--- src/source/sifhPkg.sv ---
`default_nettype none

// shared widths, frame length and types for the photon histogram unit
package sifhPkg;

    // photon timestamp from the TDC
    localparam int timeW = 7;

    // split of the timestamp into coarse and fine fields
    localparam int coarseW = 3; // upper bits, 8 coarse bins
    localparam int fineW   = 4; // lower bits, 16 fine bins

    // events collected before both histograms are scanned
    localparam int eventsPerFrame = 64;

    // a bin can take every event of a frame, so 0 to 64
    localparam int countW = 7;

    // whole timestamp
    typedef logic [timeW-1:0] timestamp_t;

    // coarse bin index, also the upper field of a result
    typedef logic [coarseW-1:0] coarseBin_t;

    // fine bin index, folded over all coarse periods
    typedef logic [fineW-1:0] fineBin_t;

    // one bin count
    typedef logic [countW-1:0] binCount_t;

endpackage

`default_nettype wire

--- src/source/histIf.sv ---
`timescale 1ns/1ps
`default_nettype none

// hits into one histogram builder and its peak result back out
interface histIf #(
    parameter type binT = logic [3:0]
);

    logic               hitValid;  // one cycle per accepted event
    binT                hitBin;
    logic               scanStart; // one cycle at frame end
    logic               scanDone;  // held until next scanStart
    binT                peakBin;
    sifhPkg::binCount_t peakCount;

    // event side, feeds hits and kicks off the scan
    modport ingress (
        output hitValid,
        output hitBin,
        output scanStart
    );

    modport builder (
        input  hitValid,
        input  hitBin,
        input  scanStart,
        output scanDone,
        output peakBin,
        output peakCount
    );

    // result side, only looks at the finished scan
    modport combiner (
        input scanDone,
        input peakBin,
        input peakCount
    );

endinterface

`default_nettype wire

--- src/source/eventIngress.sv ---
`timescale 1ns/1ps
`default_nettype none

// four-phase photon event receiver
// each accepted timestamp becomes one hit in the coarse and one in the fine histogram
module eventIngress (
    input  logic                clk,
    input  logic                res,
    input  logic                eventReq,
    input  sifhPkg::timestamp_t eventTime,
    output logic                eventAck,
    input  logic                frameRelease,
    histIf.ingress              coarse,
    histIf.ingress              fine
);

    typedef enum logic [1:0] {
        idle,        // waiting for eventReq
        ack,         // eventAck high, waiting for eventReq to drop
        holdFrame,   // frame full, scans start here
        waitRelease  // no acks until the combiner is done
    } state_t;

    state_t             state;
    sifhPkg::binCount_t eventCount; // accepted events of this frame
    logic               accept;
    logic               lastEvent;
    logic               hitPulse;
    sifhPkg::coarseBin_t coarseField;
    sifhPkg::fineBin_t   fineField;

    assign accept    = (state == idle) && eventReq;
    assign lastEvent = eventCount == sifhPkg::binCount_t'(sifhPkg::eventsPerFrame);

    // field split of the timestamp
    assign coarseField = eventTime[sifhPkg::timeW-1 -: sifhPkg::coarseW];
    assign fineField   = eventTime[sifhPkg::fineW-1:0];

    always_ff @(posedge clk or negedge res) begin
        if (!res) begin
            state      <= idle;
            eventAck   <= 1'b0;
            hitPulse   <= 1'b0;
            eventCount <= '0;
        end else begin
            hitPulse <= 1'b0;
            case (state)
                idle: begin
                    if (accept) begin
                        eventAck   <= 1'b1;
                        hitPulse   <= 1'b1; // same cycle as the ack rising
                        eventCount <= eventCount + 1'b1;
                        state      <= ack;
                    end
                end
                ack: begin
                    if (!eventReq) begin
                        eventAck <= 1'b0;
                        state    <= lastEvent ? holdFrame : idle;
                    end
                end
                holdFrame: begin
                    eventCount <= '0;
                    state      <= waitRelease;
                end
                waitRelease: begin
                    if (frameRelease) begin
                        state <= idle;
                    end
                end
                default: state <= idle;
            endcase
        end
    end

    // bin indices only matter while hitValid is high
    always_ff @(posedge clk) begin
        if (accept) begin
            coarse.hitBin <= coarseField;
            fine.hitBin   <= fineField;
        end
    end

    assign coarse.hitValid = hitPulse;
    assign fine.hitValid   = hitPulse;

    // one cycle, right after the last ack fell
    assign coarse.scanStart = state == holdFrame;
    assign fine.scanStart   = state == holdFrame;

endmodule

`default_nettype wire

--- src/source/histBuilder.sv ---
`timescale 1ns/1ps
`default_nettype none

// one histogram, count per bin, then an argmax scan that empties it again
// bin count follows the width of binT
module histBuilder #(
    parameter type binT = logic [3:0]
) (
    input logic    clk,
    input logic    res,
    histIf.builder hist
);

    sifhPkg::binCount_t binMem [2**$bits(binT)];

    // one extra bit, set once every bin has been visited
    logic [$bits(binT):0] scanIdx;
    logic                 scanning;
    logic                 scanStep; // visiting a bin this cycle
    logic                 scanEnd;  // all bins visited
    binT                  scanBin;
    sifhPkg::binCount_t   scanCount;
    binT                  maxBin;
    sifhPkg::binCount_t   maxCount;

    assign scanStep  = scanning && !scanIdx[$bits(binT)];
    assign scanEnd   = scanning && scanIdx[$bits(binT)];
    assign scanBin   = binT'(scanIdx);
    assign scanCount = binMem[scanBin];

    // counting and scan control
    always_ff @(posedge clk or negedge res) begin
        if (!res) begin
            for (int i = 0; i < 2**$bits(binT); i++) begin
                binMem[i] <= '0;
            end
            scanning      <= 1'b0;
            scanIdx       <= '0;
            hist.scanDone <= 1'b0;
        end else if (hist.scanStart) begin
            scanning      <= 1'b1;
            scanIdx       <= '0;
            hist.scanDone <= 1'b0;
        end else if (scanStep) begin
            binMem[scanBin] <= '0; // cleared for the next frame
            scanIdx         <= scanIdx + 1'b1;
        end else if (scanEnd) begin
            scanning      <= 1'b0;
            hist.scanDone <= 1'b1;
        end else if (hist.hitValid) begin
            binMem[hist.hitBin] <= binMem[hist.hitBin] + 1'b1;
        end
    end

    // running maximum over the scan
    always_ff @(posedge clk) begin
        if (hist.scanStart) begin
            maxBin   <= '0;
            maxCount <= '0;
        end else if (scanStep && (scanCount > maxCount)) begin
            // strict compare keeps the lowest index on a tie
            maxBin   <= scanBin;
            maxCount <= scanCount;
        end
    end

    // result is stable while scanDone is high
    always_ff @(posedge clk) begin
        if (scanEnd) begin
            hist.peakBin   <= maxBin;
            hist.peakCount <= maxCount;
        end
    end

endmodule

`default_nettype wire

--- src/source/peakCombiner.sv ---
`timescale 1ns/1ps
`default_nettype none

// joins coarse and fine peaks into one time-of-flight estimate
// and hands it out over a four-phase req/ack
module peakCombiner (
    input  logic                clk,
    input  logic                res,
    histIf.combiner             coarse,
    histIf.combiner             fine,
    output logic                resultReq,
    output sifhPkg::timestamp_t resultTime,
    output sifhPkg::binCount_t  coarseCount,
    output sifhPkg::binCount_t  fineCount,
    input  logic                resultAck,
    output logic                frameRelease
);

    typedef enum logic [1:0] {
        waitScan,   // both scans still running
        holdReq,    // resultReq high until ack
        waitAckLow,
        rearm       // old scanDone still high, wait for the next frame
    } state_t;

    state_t state;
    logic   bothDone;
    logic   capture;

    assign bothDone = coarse.scanDone && fine.scanDone;
    assign capture  = (state == waitScan) && bothDone;

    always_ff @(posedge clk or negedge res) begin
        if (!res) begin
            state        <= waitScan;
            resultReq    <= 1'b0;
            frameRelease <= 1'b0;
        end else begin
            frameRelease <= 1'b0;
            case (state)
                waitScan: begin
                    if (bothDone) begin
                        resultReq <= 1'b1;
                        state     <= holdReq;
                    end
                end
                holdReq: begin
                    if (resultAck) begin
                        resultReq <= 1'b0;
                        state     <= waitAckLow;
                    end
                end
                waitAckLow: begin
                    if (!resultAck) begin
                        frameRelease <= 1'b1; // lets ingress take events again
                        state        <= rearm;
                    end
                end
                rearm: begin
                    // scanDone drops with the next scanStart
                    if (!coarse.scanDone && !fine.scanDone) begin
                        state <= waitScan;
                    end
                end
                default: state <= waitScan;
            endcase
        end
    end

    // result data, held for the whole handshake
    always_ff @(posedge clk) begin
        if (capture) begin
            resultTime  <= {coarse.peakBin, fine.peakBin};
            coarseCount <= coarse.peakCount;
            fineCount   <= fine.peakCount;
        end
    end

endmodule

`default_nettype wire

--- src/source/sifhTop.sv ---
`timescale 1ns/1ps
`default_nettype none

// single-photon timing histogram unit
// ingress feeds two histograms, the combiner merges their peaks
module sifhTop (
    input  logic                clk,
    input  logic                res,
    // photon events
    input  logic                eventReq,
    input  sifhPkg::timestamp_t eventTime,
    output logic                eventAck,
    // peak result
    output logic                resultReq,
    output sifhPkg::timestamp_t resultTime,
    output sifhPkg::binCount_t  coarseCount,
    output sifhPkg::binCount_t  fineCount,
    input  logic                resultAck
);

    logic frameRelease; // combiner done, next frame may start

    histIf #(.binT(sifhPkg::coarseBin_t)) coarseIf ();
    histIf #(.binT(sifhPkg::fineBin_t))   fineIf ();

    eventIngress ingress (
        .clk          (clk),
        .res          (res),
        .eventReq     (eventReq),
        .eventTime    (eventTime),
        .eventAck     (eventAck),
        .frameRelease (frameRelease),
        .coarse       (coarseIf.ingress),
        .fine         (fineIf.ingress)
    );

    // upper timestamp bits, 8 bins
    histBuilder #(
        .binT (sifhPkg::coarseBin_t)
    ) coarseHist (
        .clk  (clk),
        .res  (res),
        .hist (coarseIf.builder)
    );

    // lower timestamp bits, 16 bins
    histBuilder #(
        .binT (sifhPkg::fineBin_t)
    ) fineHist (
        .clk  (clk),
        .res  (res),
        .hist (fineIf.builder)
    );

    peakCombiner combiner (
        .clk          (clk),
        .res          (res),
        .coarse       (coarseIf.combiner),
        .fine         (fineIf.combiner),
        .resultReq    (resultReq),
        .resultTime   (resultTime),
        .coarseCount  (coarseCount),
        .fineCount    (fineCount),
        .resultAck    (resultAck),
        .frameRelease (frameRelease)
    );

endmodule

`default_nettype wire

--- config.mk ---
export PLATFORM = sky130hd
export DESIGN_NAME = sifhTop
export DESIGN_NICKNAME = d
export VERILOG_FILES = /design/src/source/sifhPkg.sv /design/src/source/histIf.sv /design/src/source/eventIngress.sv /design/src/source/histBuilder.sv /design/src/source/peakCombiner.sv /design/src/source/sifhTop.sv
export SDC_FILE = /design/constraint.sdc
export NUM_CORES = 1
export LEC_CHECK = 0
export BUFFER_PORTS_ARGS = -buffer_cell sky130_fd_sc_hd__buf_2
export CAP_MARGIN = 20
export CORE_ASPECT_RATIO = 0.9
export CORE_MARGIN = 3
export CORE_UTILIZATION = 45
export CTS_BUF_LIST = sky130_fd_sc_hd__clkbuf_16
export DETAILED_ROUTE_END_ITERATION = 8
export GPL_TIMING_DRIVEN = 0
export SETUP_SLACK_MARGIN = 0.1
export SYNTH_ARGS = -nofsm -noshare
export SYNTH_HDL_FRONTEND = slang
export SYNTH_SLANG_ARGS = --single-unit
--- constraint.sdc ---
create_clock -name clk -period 3.9 [get_ports clk]
set_input_delay 0.975 -clock clk [delete_from_list [all_inputs] [get_ports clk]]
set_output_delay 0.975 -clock clk [all_outputs]
set_load 0.02 [all_outputs]
==> results.md <==
* RSZ-0062 raised after global routing: false
* Static leakage at 6.27 nW
* Post-DP Area at 0.0140 sq mm
* Layout area overhead at 12.9%
* H-tree Lvls at 1
* R2R setup slack at 0.29 ns
* Hold-fix buffers, CTS at 0
* Cells after Synth at 1143
* GRT Residual Overflow at 0
* Filler cells at 2629
* Register area share after synthesis at 0.510
* Die Width at 187 microns
* I/O pins at 34
* Area occupied by multi-input gates at 0.00615 sq mm
* YS warnings at 0
* DP HPWL at 26.5 mm
* TritonRoute pass-1 iters at 5
* Largest net degree at the start of global routing at 114
* Final #Nets at 1244
* Max-slew violations at 0
* Hold crit path type: input pin to asynchronous set/reset pin
* #FFs+latches synth at 266
* Fmax at 0.277 GHz
* Synthesized cell area at 0.0133 sq mm
* Maximum net fanout on the critical path at 10
* TritonCTS clock tree: yes
* Startpoint Class: register
* DP Cell Count at 1572
* Total track usage at 0.238
* Max Cap Violations at 0
* Clk_lat worst skew at 0.55 ns
* Routed Antenna Nets at 0
* GP Congestion at 0.954
* Final Setup Violations at 0
* Post-route cell area at 0.0151 sq mm
* Reg area at 0.00680 sq mm
* Post-CTS Setup Bufs at 0
* Slew HR at 0.319
* Status: finished, final reports clean
* Ant diodes at 0
* Layout Cells excl Fill at 1624
* Residual DRC at 0
* Reg clk slew, reported paths at 0.06 ns
* Arr. time, crit path at 4.08 ns
* Max rail drop VDD at 422 uV
* Crit. End Element: register
* CP Class: register to register
* Routed vias at 9892
* Worst EP required at 4.37 ns
* Clock buffer depth at 3
* Starting Density at 0.459
* PwrDens at 488 mW/mm^2
* DIE AREA at 0.0317 sq mm
* Drt wl/cell at 23.1 microns
* Synth cell types at 66
* Share of post-route cells with drive strength above 1 at 0.173
* Clk root buf: clkbuf_16
* Final WL at 37.5 mm
* Synth Net Count at 1181
* Tmin final at 3.61 ns
* Primary FF master, synth: dfrtp_1
* First-pass GRT wire length at 58.5 mm
* Number of synthesized flops with an enable pin at 49
* Hold slack final at 0.392 ns
* Initial detailed-routing violation count at 1117
* Clk sinks at 266
* Synth async-reset ratio at 0.737
* CTS Buf Count at 29
* Initial antenna violation count at 1
* Core Rows at 59
* Core Box Area at 0.0291 sq mm
* Final Hold Fails at 0
* Mean Syn Cell Area at 11.7 sq um
* Slew @ Worst Pin at 1.01 ns
* Clock skew at 0.0198 ns
* I/O Buffers at 32
* Period Utilization, post-route at 0.926
* Chip Height at 169 microns
* Vias in the first global route at 9653
* Vias per cell at 6.09
sequential cells by signal, indices dropped and copies added, names as in the netlist, 5 cells and up, named ones only:
register                   count
coarseHist.binMem             56
coarseHist.hist.peakCount      7
coarseHist.maxCount            7
combiner.coarseCount           7
combiner.fineCount             7
combiner.resultTime            7
fineHist.binMem              112
fineHist.hist.peakCount        7
fineHist.maxCount              7
fineHist.scanIdx               5
ingress.eventCount             7
worst max-delay path, cell delays in order (launching register included):
cell and delay [ns]:
edfxtp_1 0.49, buf_4 0.30, buf_6 0.23, mux4_1 0.35
a22oi_1 0.28, nand2_2 0.24, clkbuf_2 0.28, ha_1 0.32
buf_1 0.32, clkbuf_1 0.47, a22o_1 0.25
synthesized netlist by cell type, drive strengths merged (3+ instances only):
cell type	instances	area share
and2	9	0.0042
xor2	10	0.0091
nor2	76	0.021
ha	27	0.025
o22ai	6	0.0028
nand2b	8	0.0038
clkbuf	28	0.0079
a211oi	7	0.0039
a21oi	29	0.011
and3	9	0.0046
o211ai	5	0.0028
a22oi	11	0.0062
xnor2	7	0.0057
dfrtp	196	0.37
edfxtp	49	0.11
a31oi	10	0.0047
buf	32	0.015
nor3	13	0.0053
nand4	5	0.0023
inv	27	0.0076
a22o	73	0.048
mux2i	32	0.024
mux2	9	0.0076
nand3	22	0.0090
o21a	4	0.0023
nand2	179	0.050
nand3b	3	0.0017
or3	5	0.0023
o21ai	116	0.046
nor2b	15	0.0070
mux4	77	0.13
dfxtp	21	0.032
timing repair:
action,in CTS,in global routing
endpoints found under the setup margin,42,37
resized for setup,18,15
endpoints found under the hold margin,0,0
pin swaps,0,0
routing by layer:
metal	share of wire	global-route usage	vias to the layer above
li1	-	-	4373
met1	0.46	0.368	5003
met2	0.42	0.344	455
met3	0.097	0.0520	59
met4	0.020	0.0558	2
met5	0.00035	0	-
logic make-up (layout without fill, tap and decap cells):
kind of cell	Yosys count	after routing	share of synthesized area
buf+inv	87	172	0.0308
flops	266	266	0.510
mux	118	118	0.165
fa+ha+maj	27	27	0.0253
simple gates	352	352	0.117
compound gates	276	276	0.138
xor+xnor	17	17	0.0148
final cells by class:
type,instances,area share
Buffer,58,0.0233
Inverter,27,0.00673
Multi-Input combinational cell,790,0.408
Clock buffer,29,0.0482
Clock inverter,24,0.0147
Timing Repair Buffer,34,0.0150
Sequential cell,266,0.451
Tap cell,396,0.0329
path summary, 6_finish.rpt:
path | to | cells after the start | from
worst max-delay path | fineHist.binMem[85]$_DFFE_PN0P_ | 10 | ingress.fine.hitBin[1]$_DFFE_PP_
worst min-delay path | fineHist.binMem[48]$_DFFE_PN0P_ | 1 | res
worst max register to register | fineHist.binMem[85]$_DFFE_PN0P_ | 10 | ingress.fine.hitBin[1]$_DFFE_PP_
worst min register to register | combiner.resultTime[5]$_DFFE_PP_ | 0 | coarseHist.hist.peakBin[1]$_DFFE_PP_
max in group asynchronous | coarseHist.binMem[24]$_DFFE_PN0P_ | 2 | res
min in group clk | combiner.resultTime[5]$_DFFE_PP_ | 0 | coarseHist.hist.peakBin[1]$_DFFE_PP_
cells in the final DEF, fill, tap and decap left out, types with 20 or more instances in the layout:
master	synthesis	routed
mux4_2	66	66
a22o_1	73	73
edfxtp_1	49	49
mux2i_1	32	32
dfxtp_1	21	21
nor2_1	76	76
nand2_1	179	178
dfrtp_1	196	196
o21ai_1	47	47
clkbuf_16	0	29
inv_1	27	27
a21oi_1	29	29
buf_2	12	39
ha_1	27	27
o21ai_0	59	59
nand3_1	20	20
power by group:
part | internal, mW | switching [mW]
logic | 0.580 | 0.761
registers | 3.07 | 0.214
clock network | 1.56 | 1.16
per-stage QoR:
step | TNS [ns] | setup slack [ns] | power [mW] | util
floorplan | 0 | 0.332 | 4.18 | -
global placement | -296.35 | -1.51 | 4.58 | 0.481
detailed placement | -4.24 | -0.374 | 4.61 | 0.482
CTS | 0 | 0.129 | 7.36 | 0.516
global route | 0 | 0.121 | 7.67 | 0.518
finish | 0 | 0.289 | 7.34 | 0.518
(Power assumes the default switching activity.)
